### config.mk
export PLATFORM = sky130hd
export DESIGN_NAME = proc_core
export DESIGN_NICKNAME = d
export VERILOG_FILES = /design/src/common/tinyrv1_pkg.sv /design/src/proc/proc_core.sv
export SDC_FILE = /design/constraint.sdc
export NUM_CORES = 2
export LEC_CHECK = 0
export BUFFER_PORTS_ARGS = -buffer_cell sky130_fd_sc_hd__buf_2
export CAP_MARGIN = 5
export CORE_UTILIZATION = 25
export DETAILED_ROUTE_END_ITERATION = 10
export MAX_ROUTING_LAYER = met4
export PLACE_DENSITY_LB_ADDON = 0.12
export SLEW_MARGIN = 20
export SYNTH_ARGS = -nofsm -noshare
export SYNTH_HDL_FRONTEND = slang
export SYNTH_SLANG_ARGS = --single-unit
### constraint.sdc
create_clock -name clk -period 9.3 [get_ports clk]
set_clock_uncertainty 0.2 [all_clocks]
set_input_delay 0.465 -clock clk [delete_from_list [all_inputs] [get_ports clk]]
set_output_delay 0.465 -clock clk [all_outputs]
set_load 0.02 [all_outputs]
### src/common/tinyrv1_pkg.sv
package tinyrv1_pkg;

  // ======================================================================
  // Widths
  // ======================================================================

  localparam int XLEN     = 32;
  localparam int NUM_REGS = 32;

  typedef logic [XLEN-1:0]             word_t;
  typedef logic [31:0]                 addr_t;
  typedef logic [$clog2(NUM_REGS)-1:0] reg_idx_t;

  typedef logic [6:0] opcode_t;
  typedef logic [2:0] funct3_t;
  typedef logic [6:0] funct7_t;

  // Start address after reset
  localparam addr_t RESET_PC = 32'h0000_0000;

  // Byte step between instructions
  localparam addr_t INST_BYTES = 32'd4;

  // ======================================================================
  // Major opcodes (standard RV32 encodings)
  // ======================================================================

  localparam opcode_t OP_IMM    = 7'b0010011;
  localparam opcode_t OP_REG    = 7'b0110011;
  localparam opcode_t OP_LOAD   = 7'b0000011;
  localparam opcode_t OP_STORE  = 7'b0100011;
  localparam opcode_t OP_BRANCH = 7'b1100011;

  // funct3 values
  localparam funct3_t F3_ADD = 3'b000;
  localparam funct3_t F3_MUL = 3'b000;
  localparam funct3_t F3_LW  = 3'b010;
  localparam funct3_t F3_SW  = 3'b010;
  localparam funct3_t F3_BNE = 3'b001;

  // funct7 values, add vs. the M extension
  localparam funct7_t F7_ADD = 7'b0000000;
  localparam funct7_t F7_MUL = 7'b0000001;

endpackage
### src/proc/proc_core.sv
`timescale 1ns/1ps

module proc_core (
  input  logic                clk,
  input  logic                rst,
  input  logic                fd_val,
  input  tinyrv1_pkg::addr_t  fd_pc,
  input  tinyrv1_pkg::word_t  fd_inst,
  output logic                stall_d,
  output logic                redirect_val,
  output tinyrv1_pkg::addr_t  redirect_pc,
  output logic                dmem_val,
  output logic                dmem_we,
  output tinyrv1_pkg::addr_t  dmem_addr,
  output tinyrv1_pkg::word_t  dmem_wdata,
  input  logic                dmem_gnt,
  input  tinyrv1_pkg::word_t  dmem_rdata,
  output logic                trace_val,
  output tinyrv1_pkg::addr_t  trace_addr,
  output tinyrv1_pkg::word_t  trace_inst,
  output tinyrv1_pkg::word_t  trace_data
);

  import tinyrv1_pkg::*;

  typedef enum logic [2:0] {
    DEC_NOP, DEC_ADDI, DEC_ADD, DEC_MUL, DEC_LW, DEC_SW, DEC_BNE
  } op_e;

  // Pipeline registers
  logic     x_val, m_val, w_val;
  op_e      x_op, m_op;
  addr_t    x_pc, m_pc, w_pc;
  word_t    x_inst, m_inst, w_inst;
  reg_idx_t x_rd, m_rd, w_rd;
  logic     x_wen, m_wen, w_wen;
  word_t    x_a, x_b, x_imm;
  word_t    m_alu, m_sdata, w_data;

  word_t rf [NUM_REGS];

  // ======================================================================
  // Decode
  // ======================================================================

  opcode_t  d_opcode;
  funct3_t  d_f3;
  funct7_t  d_f7;
  reg_idx_t d_rs1, d_rs2, d_rd;
  word_t    i_imm, s_imm, b_imm;
  op_e      d_op;
  word_t    d_imm;
  logic     d_use_rs1, d_use_rs2, d_wen;

  assign d_opcode = fd_inst[6:0];
  assign d_rd     = fd_inst[11:7];
  assign d_f3     = fd_inst[14:12];
  assign d_rs1    = fd_inst[19:15];
  assign d_rs2    = fd_inst[24:20];
  assign d_f7     = fd_inst[31:25];

  assign i_imm = {{20{fd_inst[31]}}, fd_inst[31:20]};
  assign s_imm = {{20{fd_inst[31]}}, fd_inst[31:25], fd_inst[11:7]};
  assign b_imm = {{19{fd_inst[31]}}, fd_inst[31], fd_inst[7], fd_inst[30:25],
                  fd_inst[11:8], 1'b0};

  always_comb begin
    d_op      = DEC_NOP;
    d_imm     = i_imm;
    d_use_rs1 = 1'b0;
    d_use_rs2 = 1'b0;
    d_wen     = 1'b0;
    case (d_opcode)
      OP_IMM: if (d_f3 == F3_ADD) begin
        d_op      = DEC_ADDI;
        d_use_rs1 = 1'b1;
        d_wen     = 1'b1;
      end
      OP_REG: if (d_f3 == F3_ADD || d_f3 == F3_MUL) begin
        if (d_f7 == F7_ADD || d_f7 == F7_MUL) begin
          d_op      = (d_f7 == F7_MUL) ? DEC_MUL : DEC_ADD;
          d_use_rs1 = 1'b1;
          d_use_rs2 = 1'b1;
          d_wen     = 1'b1;
        end
      end
      OP_LOAD: if (d_f3 == F3_LW) begin
        d_op      = DEC_LW;
        d_use_rs1 = 1'b1;
        d_wen     = 1'b1;
      end
      OP_STORE: if (d_f3 == F3_SW) begin
        d_op      = DEC_SW;
        d_imm     = s_imm;
        d_use_rs1 = 1'b1;
        d_use_rs2 = 1'b1;
      end
      OP_BRANCH: if (d_f3 == F3_BNE) begin
        d_op      = DEC_BNE;
        d_imm     = b_imm;
        d_use_rs1 = 1'b1;
        d_use_rs2 = 1'b1;
      end
      default: ;
    endcase
  end

  // Register file read, W write passes straight through
  function automatic word_t rf_read(input reg_idx_t idx);
    if (idx == '0) begin
      return '0;
    end
    if (w_val && w_wen && idx == w_rd) begin
      return w_data;
    end
    return rf[idx];
  endfunction

  word_t d_a, d_b;

  assign d_a = rf_read(d_rs1);
  assign d_b = rf_read(d_rs2);

  // ======================================================================
  // Interlock and branch
  // ======================================================================

  logic x_hit, m_hit, hazard, m_stall, d_issue;

  assign x_hit = x_val && x_wen && (x_rd != '0);
  assign m_hit = m_val && m_wen && (m_rd != '0);

  assign hazard =
    (d_use_rs1 && ((x_hit && x_rd == d_rs1) || (m_hit && m_rd == d_rs1))) ||
    (d_use_rs2 && ((x_hit && x_rd == d_rs2) || (m_hit && m_rd == d_rs2)));

  // Data request refused, M holds
  assign m_stall = dmem_val && !dmem_gnt;
  assign stall_d = m_stall || (fd_val && hazard);
  assign d_issue = fd_val && !stall_d;

  assign redirect_val = d_issue && (d_op == DEC_BNE) && (d_a != d_b);
  assign redirect_pc  = fd_pc + d_imm;

  // ======================================================================
  // Execute
  // ======================================================================

  always_ff @(posedge clk) begin
    if (rst) begin
      x_val <= 1'b0;
    end else if (!m_stall) begin
      x_val <= d_issue;
    end
  end

  always_ff @(posedge clk) begin
    if (!m_stall) begin
      x_op   <= d_op;
      x_pc   <= fd_pc;
      x_inst <= fd_inst;
      x_rd   <= d_rd;
      x_wen  <= d_wen;
      x_a    <= d_a;
      x_b    <= d_b;
      x_imm  <= d_imm;
    end
  end

  word_t x_result;

  always_comb begin
    case (x_op)
      DEC_ADD:                   x_result = x_a + x_b;
      DEC_MUL:                   x_result = x_a * x_b;
      DEC_ADDI, DEC_LW, DEC_SW:  x_result = x_a + x_imm;
      default:                   x_result = '0;
    endcase
  end

  // ======================================================================
  // Memory
  // ======================================================================

  always_ff @(posedge clk) begin
    if (rst) begin
      m_val <= 1'b0;
    end else if (!m_stall) begin
      m_val <= x_val;
    end
  end

  always_ff @(posedge clk) begin
    if (!m_stall) begin
      m_op    <= x_op;
      m_pc    <= x_pc;
      m_inst  <= x_inst;
      m_rd    <= x_rd;
      m_wen   <= x_wen;
      m_alu   <= x_result;
      m_sdata <= x_b;
    end
  end

  assign dmem_val   = m_val && (m_op == DEC_LW || m_op == DEC_SW);
  assign dmem_we    = m_val && (m_op == DEC_SW);
  assign dmem_addr  = m_alu;
  assign dmem_wdata = m_sdata;

  word_t m_result;

  always_comb begin
    case (m_op)
      DEC_LW:  m_result = dmem_rdata;
      DEC_SW:  m_result = m_sdata;
      DEC_BNE: m_result = '0;
      default: m_result = m_alu;
    endcase
  end

  // ======================================================================
  // Writeback and trace
  // ======================================================================

  always_ff @(posedge clk) begin
    if (rst) begin
      w_val <= 1'b0;
    end else begin
      w_val <= m_val && !m_stall;
    end
  end

  always_ff @(posedge clk) begin
    w_pc   <= m_pc;
    w_inst <= m_inst;
    w_rd   <= m_rd;
    w_wen  <= m_wen;
    w_data <= m_result;
  end

  always_ff @(posedge clk) begin
    if (w_val && w_wen && w_rd != '0) begin
      rf[w_rd] <= w_data;
    end
  end

  assign trace_val  = w_val;
  assign trace_addr = w_pc;
  assign trace_inst = w_inst;
  assign trace_data = w_data;

  assert property (@(posedge clk) disable iff (rst) trace_val |-> !$isunknown(trace_data))
    else $error("retired instruction has unknown trace_data");

  assert property (@(posedge clk) disable iff (rst) dmem_val |-> dmem_addr[1:0] == 2'b00)
    else $error("misaligned data address %h", dmem_addr);

endmodule

# After elaboration in Yosys (flattened, before gate mapping)
# Memory sizes are Yosys's and may differ from the RTL's.
# Index checks and enable logic that the tools add are counted.
totals:
  register_bits: 392
  mem_bits_rw: 1024
  input_bits: 100
  out_inout_bits: 197
  wordCells: 129
  n_memories: 1
mem_list:
  columns: ["name", "words", "word_bits", "read_ports", "rd_clocked_by_memory_dff", "write_ports", "line_no", "text"]
  rows:
  - ["rf", 32, 32, 2, 0, 1, "proc_core.sv:40", "word_t rf [NUM_REGS];"]
classes:
  add_sub_neg: 3
  n_mul: 1
  eq_ne: 24
  n_mux: 37
  n_reduce_logical: 40
ops:
  columns: ["cell", "n"]
  rows:
  - ["32-bit two-way mux", 8]
  - ["32-bit case mux with 3 select lines", 2]
  - ["32-bit adder", 3]
  - ["32-bit by 32-bit multiplier with 32-bit output", 1]
  - ["32-bit != test", 1]
  - ["5-bit == test", 6]
  - ["12-bit case mux with 2 select lines", 1]
  - ["1-bit logical AND", 22]
  - ["3-bit == test (second input constant)", 6]
  - ["1-bit two-way mux", 15]
  - ["3-bit case mux with 5 select lines", 1]
  - ["5-bit nonzero test", 3]
  - ["7-bit by 6-bit == test with 1-bit output (second input constant)", 2]
  - ["12-bit two-way mux", 1]
  - ["5-bit logical NOT", 2]
  - ["3-bit by 2-bit == test with 1-bit output (second input constant)", 3]
  - ["3-bit two-way mux", 3]
  - ["7-bit by 1-bit == test with 1-bit output (second input constant)", 1]
  - ["7-bit by 2-bit == test with 1-bit output (second input constant)", 1]
  - ["7-bit by 5-bit == test with 1-bit output (second input constant)", 1]
  - ["7-bit == test (second input constant)", 1]
  - ["7-bit logical NOT", 1]
  - ["3-bit by 1-bit == test with 1-bit output (second input constant)", 2]
  - ["1-bit logical OR", 6]
  - ["other kinds (8)", 12]

# Longest topological paths before layout
depth:
  ltp_word: 13
  mapped_depth: 28
  mapped_depth_nobuf: 26

# Worst setup path before layout
# Ideal clock, no wire load.
synth_path:
  path_type: "reg2reg"
  startpoint: "reg x_b[5]"
  endpoint: "reg m_alu[31] (netlist: dmem_addr[31]) (data pin)"
  setup_time_ns: 0.271
  arrival_ns: 6.706
  required_time_ns: 8.829
  slack_ns: 2.122
  path_stages_with_launch: 24
  n_path_buf: 1
  period_less_slack_ns: 7.178
  path_cell_list: "edfxtp_1 > clkbuf_1 > and2_1 > fa_1 > fa_1 > fa_1 > inv_1 > fa_1 > inv_1 > fa_1 > inv_1 > fa_1 > inv_1 > fa_1 > fa_1 > ha_1 > and3_1 > and3_1 > a21o_1 > o211ai_1 > nor2_1 > a2111oi_0 > xnor2_1 > o22ai_1"
synth_via:
  elab_chain_cells: 2
  elab_cells_between_ends: 3
  cone_classes: "add/sub: 1; mul: 1; mux: 1"
synth_lines:
  columns: ["item", "line_no", "text"]
  rows:
  - ["from (decl)", "proc_core.sv:37", "word_t x_a, x_b, x_imm;"]
  - ["from (signal assigned)", "proc_core.sv:165", "x_b <= d_b;"]
  - ["32-bit by 32-bit multiplier with 32-bit output / 32-bit adder (equally long branches)", "proc_core.sv:175, proc_core.sv:174", null]
  - ["32-bit case mux with 3 select lines *", "proc_core.sv:173", "case (x_op)"]
  - ["via x_result[31]", "proc_core.sv:170", "word_t x_result;"]
  - ["to (signal assigned)", "proc_core.sv:200", "m_alu <= x_result;"]
  - ["to (decl)", "proc_core.sv:38", "word_t m_alu, m_sdata, w_data;"]
# The timed path passes the listed nets; every way through them passes the cells marked *.
# A chain may end at the register's enable or synchronous reset.

# Worst setup path in the final report
layout_path:
  startpoint: "reg x_b[11]"
  endpoint: "reg m_alu[31] (netlist: dmem_addr[31]) (data pin)"
# The elaborated chain is that of the path after synthesis.

==> results.sh <==
export IMPL_slew_headroom_pct=19.4
export IMPL_drc_errors=0
export IMPL_critPathKind="reg2reg"
export IMPL_cts_buffers=176
export IMPL_dr_first_iter_drc_count=4451
export IMPL_placed_area_mm2=0.0860
export IMPL_yosysSeqAreaShare_pct=52.0
export IMPL_die_area_mm2=0.316
export IMPL_setup_violations_final=0
export IMPL_cp_end_kind="flop"
export IMPL_cts_root_buf="clkbuf_16"
export IMPL_layout_commonest_cell="edfxtp_1"
export IMPL_design_area_mm2=0.0927
export IMPL_grt_use_met3_pct=2.50
export IMPL_syn_to_final_growth_pct=18.1
export IMPL_setup_tns_final_ps=0
export IMPL_worstSkewPairLatency_ps=840
export IMPL_ys_warn_count=0
export IMPL_vias=49100
export IMPL_routed_wirelength_mm=316
export IMPL_grt_pass1_wl_mm=436
export IMPL_syn_inst=5271
export IMPL_grt_max_degree=137
export IMPL_final_cell_mix="edfxtp_1 (1,294), mux4_2 (512), nand2_1 (427), fa_1 (410), inv_1 (409)"
export IMPL_use_met1_pct=26.2
export IMPL_clkSinkCount=1394
export IMPL_die_h_um=562
export IMPL_h_tree_depth=4
export IMPL_first_global_vias=51700
export IMPL_place_gp_congestion=0.851
export IMPL_startpoint_type="flop"
export IMPL_synth_ff_type="edfxtp_1"
export IMPL_grt_antenna_before_repair=22
export IMPL_synth_avg_cell_area_um2=14.9
export IMPL_portBuffers=296
export IMPL_finalCriticalPeriod_ps=8520
export IMPL_rows=205
export IMPL_grt_busiest_layer="met2"
export IMPL_tightest_slew_ps=1210
export IMPL_ioPinCount=297
export IMPL_max_freq_mhz=117
export IMPL_ctsResizeCount=0
export IMPL_post_cts_repair_setup_buffers=0
export IMPL_report_final_hold_viol_count=0
export IMPL_vias_per_cell=4.89
export IMPL_overflow=0
export IMPL_fin_nets=6450
export IMPL_dp_hpwl_mm=207
export IMPL_syn_area_mm2=0.0785
export IMPL_arrival_ps=8880
export IMPL_rsz0062_at_grt="no"
export IMPL_ys_types=72
export IMPL_ys_async_sr_fraction_pct=0
export IMPL_drt_pass1_iterations=5
export IMPL_ys_seq_elements=1394
export IMPL_hp_class="in2reg"
export IMPL_coreArea_mm2=0.312
export IMPL_cp_max_fo=14
export IMPL_grt_use_met2_pct=34.5
export IMPL_worstPathRequired_ps=9670
export IMPL_min_delay_path_depth=3
export IMPL_grtUsageTotal_pct=20.4
export IMPL_clk_pin_slew_ps=60
export IMPL_drv_cap=0
export IMPL_n_fill_cell=31200
export IMPL_clk_path_buf_depth=4
export IMPL_ant_nets=0
export IMPL_holdBufCountCts=94
export IMPL_wl_per_cell_um=31.5
export IMPL_synth_edf_count=1294
export IMPL_reg2reg_depth=21
export IMPL_maxSlewViolCount=0
export IMPL_utilization_pct=29.7
export IMPL_start_util_pct=25.2
export IMPL_die_w_um=562
export IMPL_drive_gt1_share_pct=22.6
export IMPL_cts_tree="yes"
export IMPL_period_share_pct=91.6
export IMPL_status="finished clean"
per-layer routing:
layer / part of all wire [%] / routed length, µm
met5: 0 / 0
met4: 2.3 / 7220
met3: 4.8 / 15200
met2: 50 / 158000
met1: 43 / 136000
stage by stage:
step,worst slack [ps],cells,hold WS (ps)
after floorplan,2120,5302,123
after global placement,853,9623,125
after detailed placement,816,9623,127
after CTS,817,10000,19.2
after global routing,575,10000,86.0
final,784,10000,85.2
kinds of logic (layout without fill, tap and decap cells):
family | after synthesis | after routing | synth area share, %
DFF | 1394 | 1394 | 52.0
and+or+nand+nor | 1071 | 1071 | 6.78
buffers and inverters | 733 | 1325 | 3.80
AOI/OAI and AO/OA | 654 | 654 | 5.67
muxes | 616 | 616 | 16.0
adders and majority gates | 595 | 595 | 13.4
xor gates and xnor gates | 207 | 207 | 2.31
other | 1 | 37 | 0.00478
flip-flops by register name, summed over array words and instances (netlist names):
register and count:
dmem_wdata 32, x_b 32, m_wen 1, x_pc 32, x_imm 6, m_op 3
m_val 1, dmem_addr 32, w_rd 4, x_inst 32, x_op 3, trace_data 32
w_wen 1, x_a 32, trace_val 1, m_pc 32, m_inst 32, rf 1024
x_val 1, trace_addr 32, x_wen 1, trace_inst 28
cells in the mapped netlist, types with 104 or more instances:
master    instances  area share, %
nand2_1         428            2.0
edfxtp_1       1294             49
a21oi_1         117           0.75
o21ai_0         114           0.73
mux2i_1         104            1.3
xnor2_1         134            1.5
inv_1           410            2.0
ha_1            185            2.9
and2_1          317            2.5
nor2_1          110           0.53
fa_1            410             10
clkbuf_1        198           0.95
mux4_2          512             15
cell type report:
type,instances,area [µm²],share of cell area [%]
multi-input combinational,3175,35100,37.8
antenna,5,12.5,0.0135
tap,4140,5180,5.59
timing repair buffer,597,4260,4.59
sequential,1394,40900,44.1
inverter,411,1550,1.67
clock buffer,215,4670,5.04
clock inverter,102,1090,1.18
final timing paths:
| kind | endpoint | from | slack, ps |
|---|---|---|---|
| min | x_imm[2]$_DFFE_PN_ | fd_inst[22] | 90 |
| max reg2reg | dmem_addr[31]$_DFFE_PN_ | x_b[11]$_DFFE_PN_ | 780 |
| min reg2reg | trace_addr[28]$_DFF_P_ | m_pc[28]$_DFFE_PN_ | 140 |
| max | dmem_addr[31]$_DFFE_PN_ | x_b[11]$_DFFE_PN_ | 780 |
critical path, stage by stage (launching register included):
cell and delay [ps]:
edfxtp_1 1130, buf_4 410, and2_1 200, fa_1 430, fa_1 500, inv_1 50, fa_1 470, fa_1 550
inv_1 60, fa_1 570, fa_1 430, fa_1 510, fa_1 430, ha_1 350, a21oi_1 290, and2_1 220
nand2_1 60, o211ai_1 240, nor2_1 70, a2111oi_0 770, xnor2_1 190, o22ai_1 110
Power is not shown: default switching activity piles up to over one toggle a cycle in this logic, so the estimate is an artifact.
