`config.mk`:
```
export PLATFORM = sky130hd
export DESIGN_NAME = mem_arbiter
export DESIGN_NICKNAME = d
export VERILOG_FILES = /design/src/common/mem_sys_pkg.sv /design/src/common/tinyrv1_pkg.sv /design/src/mem_arbiter.sv
export SDC_FILE = /design/constraint.sdc
export NUM_CORES = 1
export LEC_CHECK = 0
export BUFFER_PORTS_ARGS = -buffer_cell sky130_fd_sc_hd__buf_2
export CAP_MARGIN = 20
export CORE_AREA = 2 2 133 135
export DETAILED_ROUTE_END_ITERATION = 12
export DIE_AREA = 0 0 135 137
export PLACE_DENSITY = 0.44
export SYNTH_ARGS = -nofsm -noshare
export SYNTH_HDL_FRONTEND = slang
export SYNTH_SLANG_ARGS = --single-unit
export TNS_END_PERCENT = 10
```
`constraint.sdc`:
```
create_clock -name vclk -period 1.1
set_clock_uncertainty 0.15 [all_clocks]
set_input_delay 0.055 -clock vclk [all_inputs]
set_output_delay 0.055 -clock vclk [all_outputs]
set_load 0.01 [all_outputs]
```
`src/common/mem_sys_pkg.sv`:
```
package mem_sys_pkg;

  // ======================================================================
  // Shared memory system
  // ======================================================================

  // Widest word index the memory port can carry
  localparam int MEM_IDX_W = 16;

  // Word index; upper bits beyond the module's MEM_AW stay zero
  typedef logic [MEM_IDX_W-1:0] mem_idx_t;

  // Arbiter winner, listed in priority order
  typedef enum logic [1:0] {
    SRC_HOST  = 2'd0,
    SRC_DATA  = 2'd1,
    SRC_FETCH = 2'd2,
    SRC_NONE  = 2'd3
  } req_src_e;

endpackage

```
`src/common/tinyrv1_pkg.sv`:
```
package tinyrv1_pkg;

  // ======================================================================
  // Widths
  // ======================================================================

  localparam int XLEN     = 32;
  localparam int NUM_REGS = 32;

  typedef logic [XLEN-1:0]             word_t;
  typedef logic [31:0]                 addr_t;
  typedef logic [$clog2(NUM_REGS)-1:0] reg_idx_t;

  typedef logic [6:0] opcode_t;
  typedef logic [2:0] funct3_t;
  typedef logic [6:0] funct7_t;

  // Start address after reset
  localparam addr_t RESET_PC = 32'h0000_0000;

  // Byte step between instructions
  localparam addr_t INST_BYTES = 32'd4;

  // ======================================================================
  // Major opcodes (standard RV32 encodings)
  // ======================================================================

  localparam opcode_t OP_IMM    = 7'b0010011;
  localparam opcode_t OP_REG    = 7'b0110011;
  localparam opcode_t OP_LOAD   = 7'b0000011;
  localparam opcode_t OP_STORE  = 7'b0100011;
  localparam opcode_t OP_BRANCH = 7'b1100011;

  // funct3 values
  localparam funct3_t F3_ADD = 3'b000;
  localparam funct3_t F3_MUL = 3'b000;
  localparam funct3_t F3_LW  = 3'b010;
  localparam funct3_t F3_SW  = 3'b010;
  localparam funct3_t F3_BNE = 3'b001;

  // funct7 values, add vs. the M extension
  localparam funct7_t F7_ADD = 7'b0000000;
  localparam funct7_t F7_MUL = 7'b0000001;

endpackage
```
`src/mem_arbiter.sv`:
```
`timescale 1ns/1ps

module mem_arbiter #(
  parameter int MEM_AW = 10
) (
  input  logic                  host_val,
  input  logic                  host_we,
  input  tinyrv1_pkg::addr_t    host_addr,
  input  tinyrv1_pkg::word_t    host_wdata,
  output tinyrv1_pkg::word_t    host_rdata,
  input  logic                  dmem_val,
  input  logic                  dmem_we,
  input  tinyrv1_pkg::addr_t    dmem_addr,
  input  tinyrv1_pkg::word_t    dmem_wdata,
  output logic                  dmem_gnt,
  output tinyrv1_pkg::word_t    dmem_rdata,
  input  logic                  imem_val,
  input  tinyrv1_pkg::addr_t    imem_addr,
  output logic                  imem_gnt,
  output tinyrv1_pkg::word_t    imem_rdata,
  output logic                  mem_we,
  output mem_sys_pkg::mem_idx_t mem_idx,
  output tinyrv1_pkg::word_t    mem_wdata,
  input  tinyrv1_pkg::word_t    mem_rdata
);

  import tinyrv1_pkg::*;
  import mem_sys_pkg::*;

  req_src_e winner;
  addr_t    sel_addr;
  logic     host_gnt;

  // Fixed priority: host, data, fetch
  always_comb begin
    if (host_val)      winner = SRC_HOST;
    else if (dmem_val) winner = SRC_DATA;
    else if (imem_val) winner = SRC_FETCH;
    else               winner = SRC_NONE;
  end

  assign host_gnt = (winner == SRC_HOST);
  assign dmem_gnt = (winner == SRC_DATA);
  assign imem_gnt = (winner == SRC_FETCH);

  always_comb begin
    case (winner)
      SRC_HOST:  begin sel_addr = host_addr; mem_we = host_we; mem_wdata = host_wdata; end
      SRC_DATA:  begin sel_addr = dmem_addr; mem_we = dmem_we; mem_wdata = dmem_wdata; end
      SRC_FETCH: begin sel_addr = imem_addr; mem_we = 1'b0;    mem_wdata = '0;         end
      default:   begin sel_addr = '0;        mem_we = 1'b0;    mem_wdata = '0;         end
    endcase
  end

  // Byte address to word index
  assign mem_idx = mem_idx_t'(sel_addr[MEM_AW+1:2]);

  assign host_rdata = host_gnt ? mem_rdata : '0;
  assign dmem_rdata = dmem_gnt ? mem_rdata : '0;
  assign imem_rdata = imem_gnt ? mem_rdata : '0;

  always_comb begin
    assert final ($onehot0({host_gnt, dmem_gnt, imem_gnt}))
      else $error("more than one memory grant");
    assert final ((!dmem_gnt || dmem_val) && (!imem_gnt || imem_val) && (!host_gnt || host_val))
      else $error("grant without a matching request");
  end

endmodule

```
* Word-level counts from Yosys, hierarchy flattened
Index checks and enable logic that the tools add are counted.
Widths: inputs -> output; s select.
** Storage, ports and cells
- Bits in registers :: 0
- Output and inout port bits :: 147
- Logic and storage cells :: 12
** Operators by class
- Equal/unequal tests :: 2
- Multiplexer cells :: 9
- Reduce and logical (&&, ||, !) cells :: 1
** Operators by type and width (count)
- $mux 32 :: 3
- $pmux 32 s2 :: 1
- $pmux 12 s3 :: 1
- $mux 2 :: 2
- $eq 2x1->1 const B :: 1
- $eq 2x2->1 const B :: 1
- $logic_not 2->1 :: 1
- $pmux 1 s2 :: 1
- $mux 1 :: 1

* Depth between registers and ports, before layout
Gate-level depths: netlist of the first run.
- Depth in word-level cells :: 5
- Depth in mapped cells :: 5
- Gate-level depth less buffers :: 2

* Worst setup path before layout of the first run
Ideal clock, no wire load.
- Path type :: input-to-output
- Start point :: in host_val
- End point :: out imem_rdata[22]
- Arrival time :: 0.792 ns
- Required time :: 0.895 ns
- Setup slack :: 0.103 ns
- Stages :: 4
- Cells stage by stage :: buf_6 > nor3b_4 > buf_2 > and2_1
** Between the ends
- Cells in the longest elaborated chain, start to end :: 3
** RTL lines
- start, declared :: RTL line mem_arbiter.sv:6 : input logic host_val,
- $mux 2 :: RTL line mem_arbiter.sv:36 : if (host_val) winner = SRC_HOST;
- $eq 2x2->1 :: RTL line mem_arbiter.sv:44 : assign imem_gnt = (winner == SRC_FETCH);
- via imem_gnt :: RTL line mem_arbiter.sv:19 : output logic imem_gnt,
- $mux 32 :: RTL line mem_arbiter.sv:60 : assign imem_rdata = imem_gnt ? mem_rdata : '0;
- end, declared :: RTL line mem_arbiter.sv:20 : output tinyrv1_pkg::word_t imem_rdata,
The timed path passes the listed nets, and every way through them passes these cells.

* Worst setup path in the final report of the first run
- Start point :: in host_val
- End point :: out imem_rdata[8]
** Between the ends
- Cells in the longest elaborated chain, start to end :: 3
** RTL lines (RTL line)
- $mux 2 :: mem_arbiter.sv:36
- $eq 2x2->1 :: mem_arbiter.sv:44
- $mux 32 :: mem_arbiter.sv:60
No other way between the ends.

==> results of run 1 <==
## per-layer routing
| metal | track usage [%] | vias to the layer above | routed length, µm |
|---|---|---|---|
| met5 | 0 | - | 0 |
| met4 | 0 | 0 | 0 |
| met3 | 0.778 | 0 | 800 |
| li1 | - | 1196 | - |
| met1 | 7.90 | 1078 | 3030 |
| met2 | 15.4 | 161 | 4410 |
## worst max path at each step
stage	startpoint	end	cells past startpoint
floorplan	host_val	imem_rdata[22]	4
global placement	dmem_val	dmem_rdata[15]	5
detailed placement	host_val	imem_rdata[8]	5
CTS	dmem_val	imem_rdata[8]	6
global route	host_val	imem_rdata[11]	6
finish	host_val	imem_rdata[8]	6
## placed cells by master (no fill, tap or decap)
master	netlist	layout
buf_2	7	255
and2_1	96	81
a22o_1	33	33
a21oi_1	20	20
buf_6	5	17
and2_4	0	15
nand3b_1	10	10
nor2b_1	10	10
buf_4	7	7
conb_1	1	6
buf_12	0	6
diode_2	0	1
nor2b_4	1	1
nor3b_4	1	1
buf_16	0	1
buf_8	0	1
## area by class of cell
class	instances	area share [%]
multi-input cells	177	38.3
well taps	225	8.83
diodes	1	0.0785
repair buffers	287	52.8
## kinds of logic after synthesis
group                  after synthesis  synth area share [%]
other                                1                 0.278
AO/OA/AOI/OAI                       53                  28.9
AND/OR/NAND/NOR                    118                  57.2
buffers and inverters               29                  13.6
## power by group through the flow
stage               registers (W)  logic, W  clock network [W]
global route                    0   0.00126                  0
global placement                0   0.00110                  0
finish                          0   0.00115    0.0000000000451
CTS                             0   0.00114                  0
floorplan                       0  0.000526                  0
detailed placement              0   0.00109                  0
## critical path, stage by stage
cell and delay [ps]:
buf_12 110, nor3b_4 230, buf_6 170, buf_12 130
and2_4 140, buf_6 90
## per-stage QoR
stage	hold WS, ps	TNS (ps)	cell area [µm²]	worst slack (ps)	power, W
2_1_floorplan	104	0	1370	103	0.000526
3_3_place_gp	253	-2520	2970	-61.7	0.00110
3_5_place_dp	255	-1950	2970	-61.4	0.00109
4_1_cts	256	-807	3070	-49.7	0.00114
5_1_grt	270	-1990	3180	-90.8	0.00126
6_report	255	-650	3190	-48.2	0.00115
## repair_timing
| item | CTS | global route |
|---|---|---|
| buffers inserted | 2 | 1 |
| gates resized for setup | 11 | 31 |
| endpoints found under the setup margin | 88 | 34 |
| gates cloned | 2 | 0 |
| pin swaps | 10 | 17 |
==> impl_metrics.json, run 1 <==
{
  "status": "complete, but fails checks",
  "failed_checks": "setup timing",
  "fmax_ghz": 0.871,
  "instances_no_fill": 690,
  "p_comb_share_pct": 100.0,
  "fill_cells": 1939,
  "synth_top_cell_by_area": "and2_1",
  "cp-end-kind": "primary output",
  "via_per_inst": 3.53,
  "die_x_um": 135,
  "gp_congestion": 0.726,
  "grt_overflow": 0,
  "io_pins": 344,
  "hold_depth": 3,
  "whs_endpoint": "mem_wdata[15]",
  "synth_cell_types": 14,
  "yosysSeqAreaShare_pct": 0,
  "synth.top_cells.by_count": "96 x and2_1, 33 x a22o_1, 20 x a21oi_1, 10 x nand3b_1, 10 x nor2b_1",
  "area_growth_syn_to_layout_pct": 136,
  "netlist_area_um2": 1350,
  "crit_path_start_kind": "primary input",
  "grt_pass1_wl_um": 10600,
  "grt_max_degree": 61,
  "maxCapViolCount": 0,
  "synth.avg_cell_area_um2": 6.70,
  "p_leak_nw": 1.84,
  "min_from": "dmem_wdata[15]",
  "switchingPower_w": 0.000545,
  "placed_cells": 685,
  "rows": 48,
  "finalHoldViolCount": 0,
  "first_iter_violations": 55,
  "vias": 2435,
  "switching_share_pct": 47.2,
  "clkPwrFrac_pct": 0,
  "flops_and_latches": 0,
  "hold_path.class": "primary input to primary output",
  "slew_viol_final": 0,
  "port_buffers": 272,
  "fin_util_pct": 18.7,
  "synth.top_cell.area_share_pct": 44.6,
  "finalWirelength_um": 8240,
  "antenna_left": 0,
  "vdd.ir_drop.worst_mv": 0.0782,
  "synthTopCellsByArea": "and2_1 45%, a22o_1 21%, a21oi_1 7.4%",
  "grt_antenna_before_repair": 0,
  "drc": 0,
  "worstPathRequired_ps": 890,
  "nClkBuffers": 0,
  "routedWlPerCell_um": 11.9,
  "dp_hpwl_um": 6470,
  "internal_power_w": 0.000609,
  "multiInputGateArea_um2": 1220,
  "cts_hold_buf": 0,
  "setup_viol": 19,
  "crit_type": "primary input to primary output",
  "die_h_um": 137,
  "drive_gt1_share_pct": 65.5,
  "synth.most_common_cell": "and2_1",
  "drt_pre_antenna_iters": 4,
  "die_area_um2": 18500,
  "nets": 663,
  "layout_setup_ws_ps": -48.2,
  "fin_crit_sh_pct": 104,
  "p_per_area_nw_per_um2": 362,
  "pwr-share-seq_pct": 0,
  "start_util_pct": 7.90,
  "grt_usage_pct": 7.19,
  "ys_warn_count": 0,
  "grt_setup_unrepaired": "true",
  "syn_inst": 201,
  "worstPathArrival_ps": 940,
  "core-area_um2": 17100,
  "crit_fanout": 7,
  "final-seq-area_um2": 0,
  "grt_pass1_vias": 2001,
  "period_needed_ps": 1150
}
Power figures use the tool's default switching activity.
==> run 2: changes to the inputs <==
Clock period 1.1 ns to 1.23 ns, I/O delays scaled along.
==> impl_metrics.json, run 2 (same netlist as run 1, synthesis figures left out) <==
{
  "status": "completed",
  "place_area_um2": 2940,
  "worstPathArrival_ps": 970,
  "fin_area_um2": 3010,
  "crit_path_start_kind": "primary input",
  "io_pins": 344,
  "vias": 2337,
  "core-area_um2": 17100,
  "period_needed_ps": 1190,
  "layout_commonest_cell": "buf_2",
  "gp_congestion": 0.715,
  "hold_path.class": "primary input to primary output",
  "crit_fanout": 8,
  "finalWirelength_um": 8010,
  "start_util_pct": 7.90,
  "worstPathRequired_ps": 1020,
  "cts_hold_buf": 0,
  "nClkBuffers": 0,
  "antenna_left": 0,
  "routedWlPerCell_um": 11.7,
  "finalHoldViolCount": 0,
  "grt_usage_pct": 6.38,
  "area_growth_syn_to_layout_pct": 123,
  "dp_worst_setup_slack_ps": 16.6,
  "crit_type": "primary input to primary output",
  "port_buffers": 272,
  "grt_max_degree": 65,
  "rows": 48,
  "fmax_ghz": 0.843,
  "p_leak_nw": 1.78,
  "die_h_um": 137,
  "maxCapViolCount": 0,
  "nets": 660,
  "grt_setup_unrepaired": "false",
  "fin_crit_sh_pct": 96.5,
  "grt_pass1_wl_um": 9680,
  "drive_gt1_share_pct": 62.0,
  "p_per_area_nw_per_um2": 324,
  "final_cell_mix": "271 x buf_2, 96 x and2_1, 33 x a22o_1, 20 x a21oi_1",
  "grt_pass1_vias": 2001,
  "internal_power_w": 0.000504,
  "p_comb_share_pct": 100.0,
  "grt_antenna_before_repair": 0,
  "final-seq-area_um2": 0,
  "pwr-share-seq_pct": 0,
  "antenna_cells": 0,
  "drc": 0,
  "setup_tns_ps": 0,
  "first_iter_violations": 67,
  "clkPwrFrac_pct": 0,
  "die_area_um2": 18500,
  "cp-end-kind": "primary output",
  "flops_and_latches": 0,
  "layout_setup_ws_ps": 43.5,
  "via_per_inst": 3.41,
  "hold_depth": 3,
  "drt_pre_antenna_iters": 4,
  "switchingPower_w": 0.000471,
  "slew_viol_final": 0,
  "setup_viol": 0,
  "die_x_um": 135,
  "switching_share_pct": 48.3,
  "dp_hpwl_um": 6160,
  "vdd.ir_drop.worst_mv": 0.0702,
  "grt_overflow": 0
}
-- run 2: layout make-up --
type,instances,area (µm²)
multi-input cells,177,1180
repair buffers,284,1550
well taps,225,282
fillers,1958,14000
-- run 2: worst paths after layout --
path / startpoint / to / slack [ps]
worst max-delay path: host_val / imem_rdata[22] / 40
worst min-delay path: dmem_wdata[22] / mem_wdata[22] / 270
-- run 2: power groups by stage --
stage	registers [W]	clock network, W	logic (W)
final	0	0	0.000975
after global routing	0	0	0.00107
after CTS	0	0	0.000965
after detailed placement	0	0	0.000962
after global placement	0	0	0.000966
after floorplan	0	0	0.000470
-- run 2: metal layers --
metal	GRT usage [%]	wire length, µm
met4	0	0
met5	0	0
met2	13.5	4250
met1	7.06	2970
met3	0.852	792
-- run 2: timing repair --
| item | 4_1_cts | 5_1_grt |
|---|---|---|
| gates resized for setup | 0 | 3 |
| setup buffers | 0 | 1 |
| endpoints found under the setup margin | 0 | 5 |
-- run 2: worst max-delay path: stages --
cell       delay, ps
buf_4            150
nor3b_4          180
buf_6            170
clkbuf_16        170
and2_1           120
buf_2            120
-- run 2: per-stage QoR --
| step | hold slack, ps | instances | power [W] | utilization, % |
|---|---|---|---|---|
| global route | 284 | 686 | 0.00107 | 17.6 |
| detailed placement | 266 | 682 | 0.000962 | 17.2 |
| finish | 265 | 686 | 0.000975 | 17.6 |
| CTS | 265 | 682 | 0.000965 | 17.2 |
| global placement | 266 | 682 | 0.000966 | 17.2 |
| floorplan | 117 | 206 | 0.000470 | - |
==> run 3: changes to the inputs <==
Settings changed: BUFFER_PORTS_ARGS -buffer_cell sky130_fd_sc_hd__buf_2 to -buffer_cell sky130_fd_sc_hd__buf_4.
Clock period 1.23 ns to 1.1 ns, I/O delays scaled along.
==> impl_metrics.json, run 3 (same netlist as run 1, synthesis figures left out) <==
{
  "setup_viol": 8,
  "layout_setup_ws_ps": -14.6,
  "finalWirelength_um": 8530,
  "period_needed_ps": 1110,
  "vdd.ir_drop.worst_mv": 0.100,
  "p_leak_nw": 1.94,
  "io_pins": 344,
  "grtUsageMet1_pct": 8.15,
  "final-seq-area_um2": 0,
  "hold_depth": 3,
  "cts_setup_buffers": 0,
  "start_util_pct": 7.90,
  "crit_type": "primary input to primary output",
  "multiInputGateArea_um2": 1200,
  "maxCapViolCount": 0,
  "first_iter_violations": 56,
  "area_growth_syn_to_layout_pct": 174,
  "slew_viol_final": 0,
  "fmax_ghz": 0.897,
  "vias": 2422,
  "worstPathArrival_ps": 910,
  "gr-usage-met3_pct": 1.33,
  "cp-end-kind": "primary output",
  "p_per_area_nw_per_um2": 377,
  "crit_path_start_kind": "primary input",
  "hold_path.class": "primary input to primary output",
  "dp_hpwl_um": 7100,
  "grt_pass1_wl_um": 11800,
  "fin_crit_sh_pct": 101,
  "drt_pre_antenna_iters": 4,
  "grt_usage_pct": 7.74,
  "grt_max_degree": 35,
  "min_from": "dmem_wdata[11]",
  "flops_and_latches": 0,
  "nClkBuffers": 0,
  "grt_setup_unrepaired": "true",
  "layout_commonest_cell": "buf_4",
  "nets": 660,
  "worstPathRequired_ps": 890,
  "gp_congestion": 0.738,
  "die_x_um": 135,
  "antenna_cells": 0,
  "core-area_um2": 17100,
  "via_per_inst": 3.53,
  "status": "complete, but fails checks",
  "drc": 0,
  "failed_checks": "setup timing",
  "finalHoldWorstSlack_ps": 248,
  "routedWlPerCell_um": 12.4,
  "finalHoldViolCount": 0,
  "dp_worst_setup_slack_ps": -84.8,
  "fill_cells": 1916,
  "grt_overflow": 0,
  "final_cell_mix": "276 x buf_4, 91 x and2_1, 33 x a22o_1, 19 x a21oi_1",
  "die_h_um": 137,
  "grt.busiest_layer": "met2",
  "antenna_left": 0,
  "whs_endpoint": "mem_wdata[11]",
  "grt_antenna_before_repair": 0,
  "drive_gt1_share_pct": 63.3,
  "rows": 48,
  "grt_util_met2_pct": 16.5,
  "port_buffers": 272,
  "crit_fanout": 33,
  "grt_pass1_vias": 2389,
  "die_area_um2": 18500
}
## run 3: cell types whose count changed in the layout (fill, tap and decap cells not counted), moves of 2 or more
cell / before / now
and2_1: 96 / 91
and2_4: 0 / 5
clkbuf_16: 2 / 0
buf_12: 4 / 6
buf_4: 5 / 276
buf_2: 271 / 0
## run 3: worst max-delay path by stage
stage	startpoint	end
after detailed placement	host_val	host_rdata[12]
after CTS	host_val	imem_rdata[1]
after global routing	host_val	imem_rdata[8]
after floorplan	host_val	imem_rdata[22]
after global placement	host_val	host_rdata[12]
final	host_val	imem_rdata[1]
## run 3: area by class of cell
cell class | count | share of cell area (%)
tap | 225 | 7.61
timing repair buffer | 284 | 60.0
multi-input combinational | 177 | 32.4
## run 3: layer usage
| layer | wire (µm) | vias to the layer above |
|---|---|---|
| li1 | - | 1187 |
| met1 | 2940 | 1075 |
| met4 | 26 | 0 |
| met2 | 4620 | 158 |
| met5 | 0 | - |
| met3 | 948 | 2 |
## run 3: metrics by stage
stage / cells / TNS, ps / power (W) / instance area, µm² / util (%)
3_3_place_gp: 686 / -2790 / 0.00140 / 3670 / 21.5
6_report: 686 / -42.6 / 0.00139 / 3700 / 21.7
2_1_floorplan: 206 / 0 / 0.000526 / 1370 / -
4_1_cts: 686 / -561 / 0.00141 / 3690 / 21.6
5_1_grt: 686 / -3170 / 0.00151 / 3700 / 21.7
3_5_place_dp: 686 / -3320 / 0.00140 / 3670 / 21.5
## run 3: power by group
| group | switching, W | leakage (nW) | internal [W] | total [W] |
|---|---|---|---|---|
| clock network | 0 | 0 | 0 | 0 |
| logic | 0.000553 | 1.94 | 0.000841 | 0.00139 |
| registers | 0 | 0 | 0 | 0 |
| total | 0.000553 | 1.94 | 0.000841 | 0.00139 |
## run 3: worst max-delay path, cell delays in order
cell     delay [ps]
buf_6           130
nor3b_4         240
buf_12          200
and2_1          150
buf_4           120
## run 3: repair_timing
action,CTS,global route
hold endpoints to repair,0,0
resized for setup,7,2
setup endpoints to repair,93,98
pin swaps,0,23
hold buffers,0,0
