[src/common/tinyrv1_pkg.sv]
package tinyrv1_pkg;

  // ======================================================================
  // Widths
  // ======================================================================

  localparam int XLEN     = 32;
  localparam int NUM_REGS = 32;

  typedef logic [XLEN-1:0]             word_t;
  typedef logic [31:0]                 addr_t;
  typedef logic [$clog2(NUM_REGS)-1:0] reg_idx_t;

  typedef logic [6:0] opcode_t;
  typedef logic [2:0] funct3_t;
  typedef logic [6:0] funct7_t;

  // Start address after reset
  localparam addr_t RESET_PC = 32'h0000_0000;

  // Byte step between instructions
  localparam addr_t INST_BYTES = 32'd4;

  // ======================================================================
  // Major opcodes (standard RV32 encodings)
  // ======================================================================

  localparam opcode_t OP_IMM    = 7'b0010011;
  localparam opcode_t OP_REG    = 7'b0110011;
  localparam opcode_t OP_LOAD   = 7'b0000011;
  localparam opcode_t OP_STORE  = 7'b0100011;
  localparam opcode_t OP_BRANCH = 7'b1100011;

  // funct3 values
  localparam funct3_t F3_ADD = 3'b000;
  localparam funct3_t F3_MUL = 3'b000;
  localparam funct3_t F3_LW  = 3'b010;
  localparam funct3_t F3_SW  = 3'b010;
  localparam funct3_t F3_BNE = 3'b001;

  // funct7 values, add vs. the M extension
  localparam funct7_t F7_ADD = 7'b0000000;
  localparam funct7_t F7_MUL = 7'b0000001;

endpackage
[src/proc/proc_fetch.sv]
`timescale 1ns/1ps

module proc_fetch (
  input  logic                clk,
  input  logic                rst,
  input  logic                stall_d,
  input  logic                redirect_val,
  input  tinyrv1_pkg::addr_t  redirect_pc,
  input  logic                imem_gnt,
  input  tinyrv1_pkg::word_t  imem_rdata,
  output logic                imem_val,
  output tinyrv1_pkg::addr_t  imem_addr,
  output logic                fd_val,
  output tinyrv1_pkg::addr_t  fd_pc,
  output tinyrv1_pkg::word_t  fd_inst
);

  import tinyrv1_pkg::*;

  addr_t pc;
  logic  req_on;

  // Request every cycle once out of reset
  always_ff @(posedge clk) begin
    if (rst) begin
      req_on <= 1'b0;
    end else begin
      req_on <= 1'b1;
    end
  end

  assign imem_val  = req_on;
  assign imem_addr = pc;

  // ======================================================================
  // PC and F/D register
  // ======================================================================

  always_ff @(posedge clk) begin
    if (rst) begin
      pc     <= RESET_PC;
      fd_val <= 1'b0;
    end else if (redirect_val) begin
      // Taken bne: drop the wrong-path fetch
      pc     <= redirect_pc;
      fd_val <= 1'b0;
    end else if (!stall_d) begin
      fd_val <= imem_gnt;
      if (imem_gnt) begin
        pc <= pc + INST_BYTES;
      end
    end
  end

  // Payload only
  always_ff @(posedge clk) begin
    if (!stall_d && imem_gnt) begin
      fd_pc   <= pc;
      fd_inst <= imem_rdata;
    end
  end

  // A valid F/D entry must come from a granted fetch
  assert property (@(posedge clk) disable iff (rst) $rose(fd_val) |-> $past(imem_gnt))
    else $error("fd_val rose without an instruction grant");

endmodule

[config.mk]
export PLATFORM = sky130hd
export DESIGN_NAME = proc_fetch
export DESIGN_NICKNAME = d
export VERILOG_FILES = /design/src/common/tinyrv1_pkg.sv /design/src/proc/proc_fetch.sv
export SDC_FILE = /design/constraint.sdc
export NUM_CORES = 1
export LEC_CHECK = 0
export ABC_AREA = 1
export BUFFER_PORTS_ARGS = -buffer_cell sky130_fd_sc_hd__buf_4
export CORE_ASPECT_RATIO = 2
export CORE_MARGIN = 5
export CORE_UTILIZATION = 40
export CTS_BUF_LIST = sky130_fd_sc_hd__clkbuf_2 sky130_fd_sc_hd__clkbuf_4 sky130_fd_sc_hd__clkbuf_8
export CTS_CLUSTER_SIZE = 28
export DETAILED_ROUTE_END_ITERATION = 12
export PLACE_DENSITY = 0.8
export SLEW_MARGIN = 0
export SYNTH_ARGS = -nofsm -noshare
export SYNTH_HDL_FRONTEND = slang
export SYNTH_SLANG_ARGS = --single-unit
[constraint.sdc]
create_clock -name clk -period 3.15 [get_ports clk]
set_input_delay 0.315 -clock clk [delete_from_list [all_inputs] [get_ports clk]]
set_output_delay 0.315 -clock clk [all_outputs]
set_load 0.1 [all_outputs]
# Yosys cells after proc, flatten, opt, wreduce, memory -nomap -nowiden
# Index checks and enable logic that the tools add are counted.
[op_classes]
addsub = 1
eq_ne = 1
n_mux = 4
n_reduce_logical = 5
[ops]
columns = ["cell", "count"]
rows = [
  ["$mux 32", 3],
  ["$add 32x3->32 const B", 1],
  ["$ne 2x1->1 const B", 1],
  ["$reduce_and 2->1", 1],
  ["$reduce_bool 2->1", 1],
  ["$reduce_or 2->1", 1],
  ["$logic_and 1x1->1", 1],
  ["$logic_not 1->1", 1],
  ["$mux 1", 1],
]
[totals]
regBits = 98
input_bits = 69
out_inout_bits = 98

# Longest topological paths before layout
# Gate-level depths: netlist of run 1.
[logic_depth]
ltp_word = 4
depth_mapped = 10
depth_no_buf = 10

# Least setup slack after synthesis of run 1
# OpenSTA, ideal clock, no wires.
[synth_timing]
kind = "input-to-reg"
start = "in imem_gnt"
end = "reg pc[12] (netlist: imem_addr[12])"
arrival_time_ps = 2165
required_ps = 3018
path_slack_ps = 852
path_stages = 9
n_path_buf = 1
cell_sequence = "inv_1 > nor2_4 > inv_2 > nand2_2 > inv_1 > buf_2 > a22o_1 > inv_1 > a21oi_1"
[synth_between]
elab_chain_len = 2
[synth_lines]
columns = ["element", "line", "source"]
rows = [
  ["start: declaration", "proc_fetch.sv:9", "input logic imem_gnt,"],
  ["$reduce_bool 2->1 (no line)", "-", ""],
  ["$reduce_and 2->1 (no line)", "-", ""],
  ["end signal: assignment", "proc_fetch.sv:45", "pc <= redirect_pc;"],
  ["end signal: assignment", "proc_fetch.sv:50", "pc <= pc + INST_BYTES;"],
  ["end: declaration", "proc_fetch.sv:20", "addr_t pc;"],
]
# No other way between the ends.
# A chain may end at the register's enable or synchronous reset.

# Worst setup path in the final report of run 1
[layout_timing]
start = "reg pc[2] (netlist: imem_addr[2])"
end = "reg pc[12] (netlist: imem_addr[12])"
[layout_between]
elab_chain_len = 4
[layout_lines]
columns = ["element", "line", "source"]
rows = [
  ["$add 32x3->32", "proc_fetch.sv:50", ""],
  ["$mux 32", "proc_fetch.sv:49", "if (imem_gnt) begin"],
  ["$mux 32", "proc_fetch.sv:47", "end else if (!stall_d) begin"],
  ["$mux 32", "proc_fetch.sv:43", "end else if (redirect_val) begin"],
]
# No other way between the ends. The select of a mux whose other input is x is not followed.

==> key figures, run 1 <==
Timing
  • Worst Skew: 10.5 ps
  • Crit path time final: around 1700 ps
  • WHS: between 100 and 150 ps
  • RSZ-0062 raised after global routing: no
  • Final slew viol count: 0
  • Worst Tran Pin Value: 1000 ps
  • Final-report setup violation count: 0
  • Achievable frequency: around 0.57 GHz
  • Final Hold Viols: 0
  • Slew margin rel.: 0.330
  • Setup TNS: 0 ps
  • Final worst slack: 1400 ps
  • Fraction of the cycle the final worst path needs: 0.555

GRT
  • GRT overflow: 0
  • Global-route wire length before repair: ~18,000 µm
  • Vias in the first global route: 3,514
  • Total GRT Usage: 0.189
  • Largest net degree at the start of global routing: around 70
  • Initial antenna violation count: 0

Worst setup path
  • CP Max Fanout: 6
  • Critical Path End Type: flop
  • CP cell instances: ha_1 > nand2_2 > nor2_2 > nand2_4 > nor2_4 > xor2_1 > nand2_1 > a21oi_1
  • WS Path Type: reg2reg
  • Worst EP arrival: between 2000 and 2500 ps
  • Slowest stage delay, CP: 470 ps
  • Reg-to-reg slack, setup: approximately 1400 ps
  • Crit start category: flop
  • CP required: roughly 3500 ps
  • CP max stage cell: dfxtp_1

Synth
  • Syn Std Cell Area: a little over 4000 µm²
  • Synth cell types: 24
  • Top-area cell type share of the netlist area: 0.462
  • Seq/Total Area, Yosys: 0.626
  • Syn_area_per_cell: between 9 and 10 µm²
  • Mapped Cells: 421
  • Synth Register Bits: 98
  • Syn_nets: between 400 and 500
  • Synth area leaders: edfxtp_1 46%, dfxtp_1 16%, nand2_1 8.5%
  • Yosys warning count: 0
  • Yosys top cell by area: edfxtp_1

Cells and area
  • Layout Cells excl Fill: around 730
  • Antenna diodes: 0
  • Layout cell share with drive strength beyond 1: 0.344
  • Area grow syn2layout: 37.7%
  • Post-route cell area: 5730 µm²
  • Fill cells: approximately 940
  • Layout Nets: roughly 660
  • Layout Utilization: 0.564

Floorplan
  • Initial Utilization: 0.410
  • Chip width: 82.1 µm
  • Core area: between 10,000 and 15,000 µm²
  • Row count: 52
  • Full die area: between 10,000 and 15,000 µm²
  • Die height: between 150 and 200 µm
  • Io pins: between 150 and 200

Route
  • Initial DRC count: 199
  • WL final: between 10,000 and 15,000 µm
  • Drt pass-1 iters: 4
  • Antenna-violating nets left: 0
  • Drt via density: 4.76
  • Via Count: between 3k and 4k
  • Residual DRC count: 0
  • WL/cell: around 16 µm

Status
  • Status: completed

Flow run
  • Max-cap viol count: 0

Place
  • Dpl ws: roughly 1100 ps
  • Port Buf Inserts: 166
  • GP Congestion: just over 0.9
  • Detail Placement HPWL: 9190 µm
  • Placed Cells: 712
  • Placed instance area: between 5000 and 6000 µm²

Clock tree
  • Root buffer cell: clkbuf_8
  • Worst-path clk slew: roughly 90 ps
  • # clock sinks: 98
  • Cts hold-fix bufs: 0
  • Longest Clk Path Bufs: 2
  • CTS Buf Count: 9
  • Post-CTS setup buffer count: 0
  • CTS resizes: 0
  • TritonCTS clock tree: done
  • Htree depth: 3
  • Clock Latency Late Sink: about 370 ps

Power
  • PD cells: 549 nW/µm²
  • Final Total Pwr: 3.14 mW
  • VDD IR max: roughly 0.24 mV
  • Leak: approximately 2.4 nW

Min path
  • Hold WC Path Type: in2reg
flip-flops by register name, indices dropped and copies added (netlist names):
| name | count |
|---|---|
| imem_val | 1 |
| imem_addr | 32 |
| fd_val | 1 |
| fd_pc | 32 |
| fd_inst | 32 |
where the power goes:
part / internal [mW] / switching, mW / total [mW]
registers: 1.45 / 0.0568 / 1.51
clock network: 0.378 / 0.429 / 0.806
logic: 0.178 / 0.654 / 0.832
total: 2.00 / 1.14 / 3.14
worst paths after layout:
kind / from / end / cells past startpoint
hold reg to reg: imem_addr[0] / fd_pc[0] / 0
setup / recovery: imem_addr[2] / imem_addr[12] / 8
setup reg to reg: imem_addr[2] / imem_addr[12] / 8
hold / removal: imem_rdata[28] / fd_inst[28] / 1
per-layer routing:
layer  vias up  track usage  routed length, µm
met2       132        0.356               6780
met3        30       0.0396                704
met5         -            0                  0
li1       1720            -                  -
met1      1586        0.178               3880
met4         0        0.105                485
logic make-up (layout without fill, tap and decap cells):
group | count (synthesis) | in the layout | share of synthesized area
simple gates | 187 | 187 | 0.207
flops | 98 | 98 | 0.626
buf+inv | 64 | 236 | 0.0596
compound gates | 58 | 58 | 0.0767
xor+xnor | 13 | 13 | 0.0274
fa+ha+maj | 1 | 1 | 0.00301
layout by cell type, fill, tap and decap left out, drive strengths merged:
cell type | Yosys | routed
a22o | 6 | 6
nor3 | 2 | 2
o21ai | 21 | 21
edfxtp | 64 | 64
or2 | 1 | 1
nand4 | 1 | 1
xor2 | 10 | 10
clkbuf | 6 | 10
nor2 | 48 | 48
dfxtp | 34 | 34
buf | 5 | 167
a21oi | 26 | 26
nand3 | 34 | 34
xnor2 | 3 | 3
nand2 | 101 | 101
ha | 1 | 1
bufinv | 0 | 1
clkinvlp | 0 | 1
clkinv | 0 | 2
a31oi | 5 | 5
inv | 53 | 55
critical path: cells and delay by family (launching register included):
family | cells | cell delay [ps]
compound gates | 1 | 160
fa+ha+maj | 1 | 250
flops | 1 | 470
simple gates | 5 | 630
xor+xnor | 1 | 170
cells in the mapped netlist:
library cell and number:
nor2_2 3, nand4_1 1, edfxtp_1 64, clkbuf_2 1, xnor2_1 3, buf_2 5, inv_1 52, dfxtp_1 34
nand2_4 2, inv_2 1, nor3_1 2, nand2_1 94, o21ai_0 21, ha_1 1, a22o_1 6, nand3_1 34
a31oi_1 5, or2_2 1, nand2_2 5, xor2_1 10, nor2_1 35, a21oi_1 26, nor2_4 10, clkbuf_1 5
layout make-up:
class / count / area (µm²) / share of cell area
clock buffers: 10 / 131 / 0.0229
clock inverters: 6 / 63.8 / 0.0111
inverters: 53 / 199 / 0.0347
multi-input cells: 259 / 1310 / 0.228
flip-flops and latches: 98 / 2600 / 0.454
well taps: 135 / 169 / 0.0295
repair buffers: 167 / 1250 / 0.219
Power figures use the tool's default switching activity.
==> run 2: changes to the inputs <==
Settings changed: PLACE_DENSITY 0.8 to 0.83.
Clock period 3.15 ns to 1.5 ns, I/O delays scaled along.
==> key figures, run 2 (same netlist as run 1, synthesis figures left out) <==
Route
  • WL/cell: 16.7 µm
  • WL final: about 13,000 µm
  • Residual DRC count: 0
  • Via Count: approximately 3.8k
  • Antenna-violating nets left: 0
  • Drt via density: between 4 and 5
  • Initial DRC count: roughly 200
  • Drt pass-1 iters: 4

Timing
  • Worst Tran Pin Value: 322 ps
  • Final Hold Viols: 0
  • Fraction of the cycle the final worst path needs: 0.972
  • Crit path time final: 1460 ps
  • Slew margin rel.: 0.786
  • Final slew viol count: 0
  • Worst Skew: 16.1 ps
  • Achievable frequency: 0.686 GHz
  • RSZ-0062 raised after global routing: yes
  • Final worst slack: approximately 41 ps
  • Final-report setup violation count: 0

GRT
  • Global-route wire length before repair: about 20,000 µm
  • Total GRT Usage: 0.209
  • Largest net degree at the start of global routing: 54
  • GRT overflow: 0
  • Initial antenna violation count: 0
  • Vias in the first global route: slightly below 4k

Place
  • Placed Cells: approximately 730
  • GP Congestion: 0.914
  • Dpl ws: -24.0 ps
  • Port Buf Inserts: 166
  • Detail Placement HPWL: between 9000 and 10,000 µm

Cells and area
  • Fill cells: 863
  • Commonest non-fill, non-tap cell in the layout: buf_4
  • Antenna diodes: 0
  • Layout Nets: around 720
  • Register area: around 2700 µm²
  • Most frequent cells in the layout: 190 x buf_4, 91 x nand2_1, 64 x edfxtp_1
  • Area grow syn2layout: 56.3%
  • Layout cell share with drive strength beyond 1: 0.432
  • Layout Cells excl Fill: between 700 and 800
  • Layout Utilization: 0.640
  • Area of the multi-input gates: ~1400 µm²

Worst setup path
  • R2R depth: 8
  • CP Max Fanout: 5
  • End of the critical path: imem_addr[12]
  • Worst reg2reg path endpoint: imem_addr[12]
  • Worst EP arrival: about 1800 ps
  • Crit start category: flop
  • Reg-to-reg slack, setup: 40 ps
  • Crit Reg-Reg Startpoint: imem_addr[3]
  • Critical Path End Type: flop
  • Worst setup startpoint: imem_addr[3]
  • WS Path Type: reg2reg
  • CP required: between 1500 and 2000 ps

Power
  • Leak: roughly 2.7 nW
  • VDD IR max: ~0.56 mV
  • PD cells: 1100 nW/µm²

Clock tree
  • # clock sinks: 98
  • Worst-path clk slew: approximately 100 ps
  • Root buffer cell: clkbuf_8
  • TritonCTS clock tree: done
  • Clock Latency Late Sink: between 300 and 400 ps
  • Htree depth: 3
  • CTS Buf Count: 9
  • Longest Clk Path Bufs: 2

Floorplan
  • Full die area: ~13,000 µm²
  • Core area: between 10,000 and 15,000 µm²
  • Die height: ~150 µm
  • Initial Utilization: 0.410
  • Io pins: between 150 and 200
  • Chip width: just over 80 µm
  • Row count: 52

Min path
  • Hold WC Path Type: in2reg

Flow run
  • Max-cap viol count: 0

Status
  • Status: completed
-- run 2: cell types whose count changed in the layout (fill, tap and decap cells not counted), sizes merged --
cell | before | now
dlygate4sd3 | 0 | 32
buf | 167 | 192
bufinv | 1 | 3
clkinv | 2 | 0
inv | 55 | 57
clkbuf | 10 | 9
clkinvlp | 1 | 0
-- run 2: power by group --
| part | total, mW | internal [mW] | switching [mW] |
|---|---|---|---|
| Sequential | 3.16 | 3.04 | 0.115 |
| Combinational | 1.90 | 0.474 | 1.43 |
| Clock | 2.10 | 1.14 | 0.960 |
| Total | 7.16 | 4.65 | 2.50 |
-- run 2: cell type report --
| class | instances | area share |
|---|---|---|
| clock inverters | 7 | 0.0196 |
| flip-flops and latches | 98 | 0.409 |
| multi-input cells | 259 | 0.218 |
| repair buffers | 224 | 0.275 |
| well taps | 135 | 0.0260 |
| inverters | 53 | 0.0329 |
| clock buffers | 9 | 0.0191 |
-- run 2: routing by layer --
layer	GRT usage	vias up	part of all wire
li1	-	1839	-
met1	0.206	1792	0.33
met2	0.398	159	0.57
met3	0.0378	38	0.060
met4	0.101	0	0.040
met5	0	-	0
-- run 2: worst max-delay path, stage by stage, from the launching register on --
cell,delay [ps]
dfxtp_4,390
ha_4,160
nand2_4,60
nor2_4,140
nand2_4,100
nor2_4,180
xor2_1,160
nand2_1,70
a21oi_2,110
-- run 2: what timing repair did --
action	in CTS	in global routing
resized for setup	3	32
buffers inserted	2	4
hold endpoints to repair	32	0
endpoints found under the setup margin	8	19
hold buffers	32	0
pin swaps	1	12
-- run 2: worst min-delay path by stage --
stage	startpoint	to	slack, ps	cells after the start
6_report	redirect_pc[1]	imem_addr[1]	30	3
2_1_floorplan	imem_rdata[0]	fd_inst[0]	250	0
3_5_place_dp	imem_rdata[17]	fd_inst[17]	330	1
3_3_place_gp	imem_rdata[11]	fd_inst[11]	330	1
5_1_grt	redirect_pc[1]	imem_addr[1]	8	3
4_1_cts	redirect_pc[1]	imem_addr[1]	20	3
-- run 2: per-stage QoR --
stage | cell area, µm² | TNS, ps | hold slack [ps] | power [mW]
after CTS | 6360 | -17.6 | 16.0 | 7.19
after global placement | 5770 | 0 | 329 | 5.01
after detailed placement | 5770 | -28.7 | 330 | 5.04
after floorplan | 4240 | -19080 | 249 | 4.54
final | 6500 | 0 | 26.5 | 7.16
after global routing | 6500 | -156 | 8.41 | 7.40
==> run 3: changes to the inputs <==
Settings changed: ABC_AREA 1 to not set, PLACE_DENSITY 0.83 to 0.84.
==> key figures, run 3 <==
Status
  • Status: finished with violations
  • Failing checks: setup timing

Worst setup path
  • CP required: roughly 1800 ps
  • WS Path Type: reg2reg
  • Worst EP arrival: 2190 ps
  • CP Max Fanout: 4
  • Critical Path End Type: flop
  • Crit Reg-Reg Startpoint: imem_addr[8]
  • Worst setup startpoint: imem_addr[8]
  • Crit start category: flop

Power
  • PD cells: 1100 nW/µm²
  • Leak: a little under 3 nW
  • VDD IR max: roughly 0.57 mV

Cells and area
  • Layout Cells excl Fill: ~700
  • Area grow syn2layout: 82.8%
  • Layout cell share with drive strength beyond 1: 0.591
  • Most frequent cells in the layout: 236 x buf_4, 64 x edfxtp_1, 37 x dlygate4sd3_1
  • Fill cells: 583
  • Commonest non-fill, non-tap cell in the layout: buf_4
  • Layout Nets: roughly 650
  • Post-route cell area: around 7000 µm²
  • Antenna diodes: 0

Clock tree
  • Htree depth: 3
  • Root buffer cell: clkbuf_8
  • Worst-path clk slew: roughly 90 ps
  • # clock sinks: 98
  • Clock Latency Late Sink: ~380 ps
  • Longest Clk Path Bufs: 2
  • CTS Buf Count: 9
  • TritonCTS clock tree: done

Timing
  • RSZ-0062 raised after global routing: yes
  • Setup TNS: -4800 ps
  • Final slew viol count: 0
  • Final worst slack: -428 ps
  • Final-report setup violation count: 19
  • Slew margin rel.: 0.700
  • Worst Tran Pin Value: 447 ps
  • Final Hold Viols: 0
  • WHS: approximately 27 ps
  • Crit path time final: 1930 ps
  • Fraction of the cycle the final worst path needs: 1.29
  • Achievable frequency: between 0.5 and 0.6 GHz
  • Worst Skew: 7.77 ps

Synth
  • Top cells by instance count after synthesis: 64 x edfxtp_1, 34 x dfxtp_1, 21 x nor2_1, 13 x a211oi_1
  • Seq/Total Area, Yosys: 0.682
  • Ys flop type: edfxtp_1
  • Top-count cell post-synth: edfxtp_1
  • Mapped Cells: 286
  • Yosys warning count: 0
  • Synth area leaders: edfxtp_1 50%, dfxtp_1 18%, a211oi_1 2.6%
  • Synth cell types: 44
  • Syn_nets: 356
  • Yosys top cell by area: edfxtp_1
  • Number of flops mapped to enable cells by yosys: 64
  • Top-area cell type share of the netlist area: 0.503
  • Synth Register Bits: 98
  • Asr flop ratio synth: 0
  • Syn_area_per_cell: roughly 13 µm²
  • Syn Std Cell Area: 3820 µm²

GRT
  • Vias in the first global route: 3,927
  • GRT overflow: 0
  • Global-route wire length before repair: between 20,000 and 25,000 µm
  • Initial antenna violation count: 0
  • Largest net degree at the start of global routing: between 40 and 50
  • Total GRT Usage: 0.234

Route
  • Residual DRC count: 0
  • WL final: 14,800 µm
  • Via Count: 3,910
  • Drt pass-1 iters: 5
  • Drt via density: ~5.7
  • Initial DRC count: 360
  • Antenna-violating nets left: 0
  • WL/cell: ~21 µm

Place
  • Placed Cells: roughly 600
  • Port Buf Inserts: approximately 170
  • Detail Placement HPWL: between 9000 and 10,000 µm
  • Dpl ws: -354 ps
  • GP Congestion: 0.860
  • Placed instance area: between 5000 and 6000 µm²

Floorplan
  • Full die area: between 10,000 and 15,000 µm²
  • Die height: 148 µm
  • Initial Utilization: 0.407
  • Chip width: approximately 80 µm
  • Row count: 50
  • Core area: roughly 9400 µm²
  • Io pins: 167

Min path
  • Worst Hold Launch: redirect_pc[0]
  • Hold WC Path Type: in2reg

Flow run
  • Max-cap viol count: 0
==> run 3: changes by cell type in the layout (fill, tap and decap cells not counted), moves of 11 or more <==
| cell | previous run | this run |
|---|---|---|
| o21ai_0 | 21 | 5 |
| dfxtp_2 | 16 | 5 |
| nand3_1 | 29 | 5 |
| nand2_1 | 91 | 9 |
| buf_4 | 190 | 236 |
| buf_6 | 0 | 16 |
| a21oi_1 | 25 | 2 |
| a211oi_1 | 0 | 12 |
| dfxtp_4 | 10 | 23 |
| inv_1 | 49 | 10 |
| nor2_2 | 11 | 0 |
| nor2_4 | 14 | 0 |
==> run 3: cell type report <==
class,instances,area (µm²),area share
clock buffers,9,124,0.0177
clock inverters,7,165,0.0237
inverters,12,45.0,0.00645
repair buffers,294,2400,0.343
well taps,104,130,0.0186
flip-flops and latches,98,2700,0.386
multi-input cells,164,1420,0.204
==> run 3: cells by family after synthesis <==
family	count (synthesis)	share of synthesized area
simple gates	98	0.156
xor+xnor	11	0.0252
buf+inv	24	0.0239
mux	3	0.00786
fa+ha+maj	1	0.00328
flops	98	0.682
compound gates	51	0.103
==> run 3: metal layers <==
layer | GRT usage | part of all wire
met4 | 0.138 | 0.057
met3 | 0.0558 | 0.067
met2 | 0.425 | 0.54
met5 | 0 | 0
met1 | 0.235 | 0.33
==> run 3: critical path, stage by stage, from the launching register on <==
cell and delay, ps:
dfxtp_4 370, nand4b_4 110, or4_4 590, or3_1 440
a311oi_2 300
==> run 3: repair_timing <==
action                                  4_1_cts  5_1_grt
gates resized for setup                      36       26
setup buffers                                11       22
endpoints found under the setup margin       19       23
pin swaps                                    23       18
hold endpoints to repair                     37        0
hold buffers                                 37        0
gates cloned                                  0        0
==> run 3: report_power, final <==
part / internal [mW] / switching [mW]
clock: 1.44 / 0.930
combinational: 0.583 / 1.54
sequential: 3.04 / 0.105
total: 5.07 / 2.58
==> run 3: metrics by stage <==
step           power [mW]  utilization
2_1_floorplan        4.55            -
3_3_place_gp         5.10        0.616
3_5_place_dp         5.14        0.616
4_1_cts              7.60        0.713
5_1_grt              7.89        0.744
6_report             7.65        0.744
==> run 3: final timing paths <==
kind	to	cells past startpoint	slack [ps]
worst max-delay path	imem_addr[16]	4	-430
worst max register to register	imem_addr[16]	4	-430
worst min register to register	fd_pc[1]	0	480
worst min-delay path	imem_addr[0]	3	30
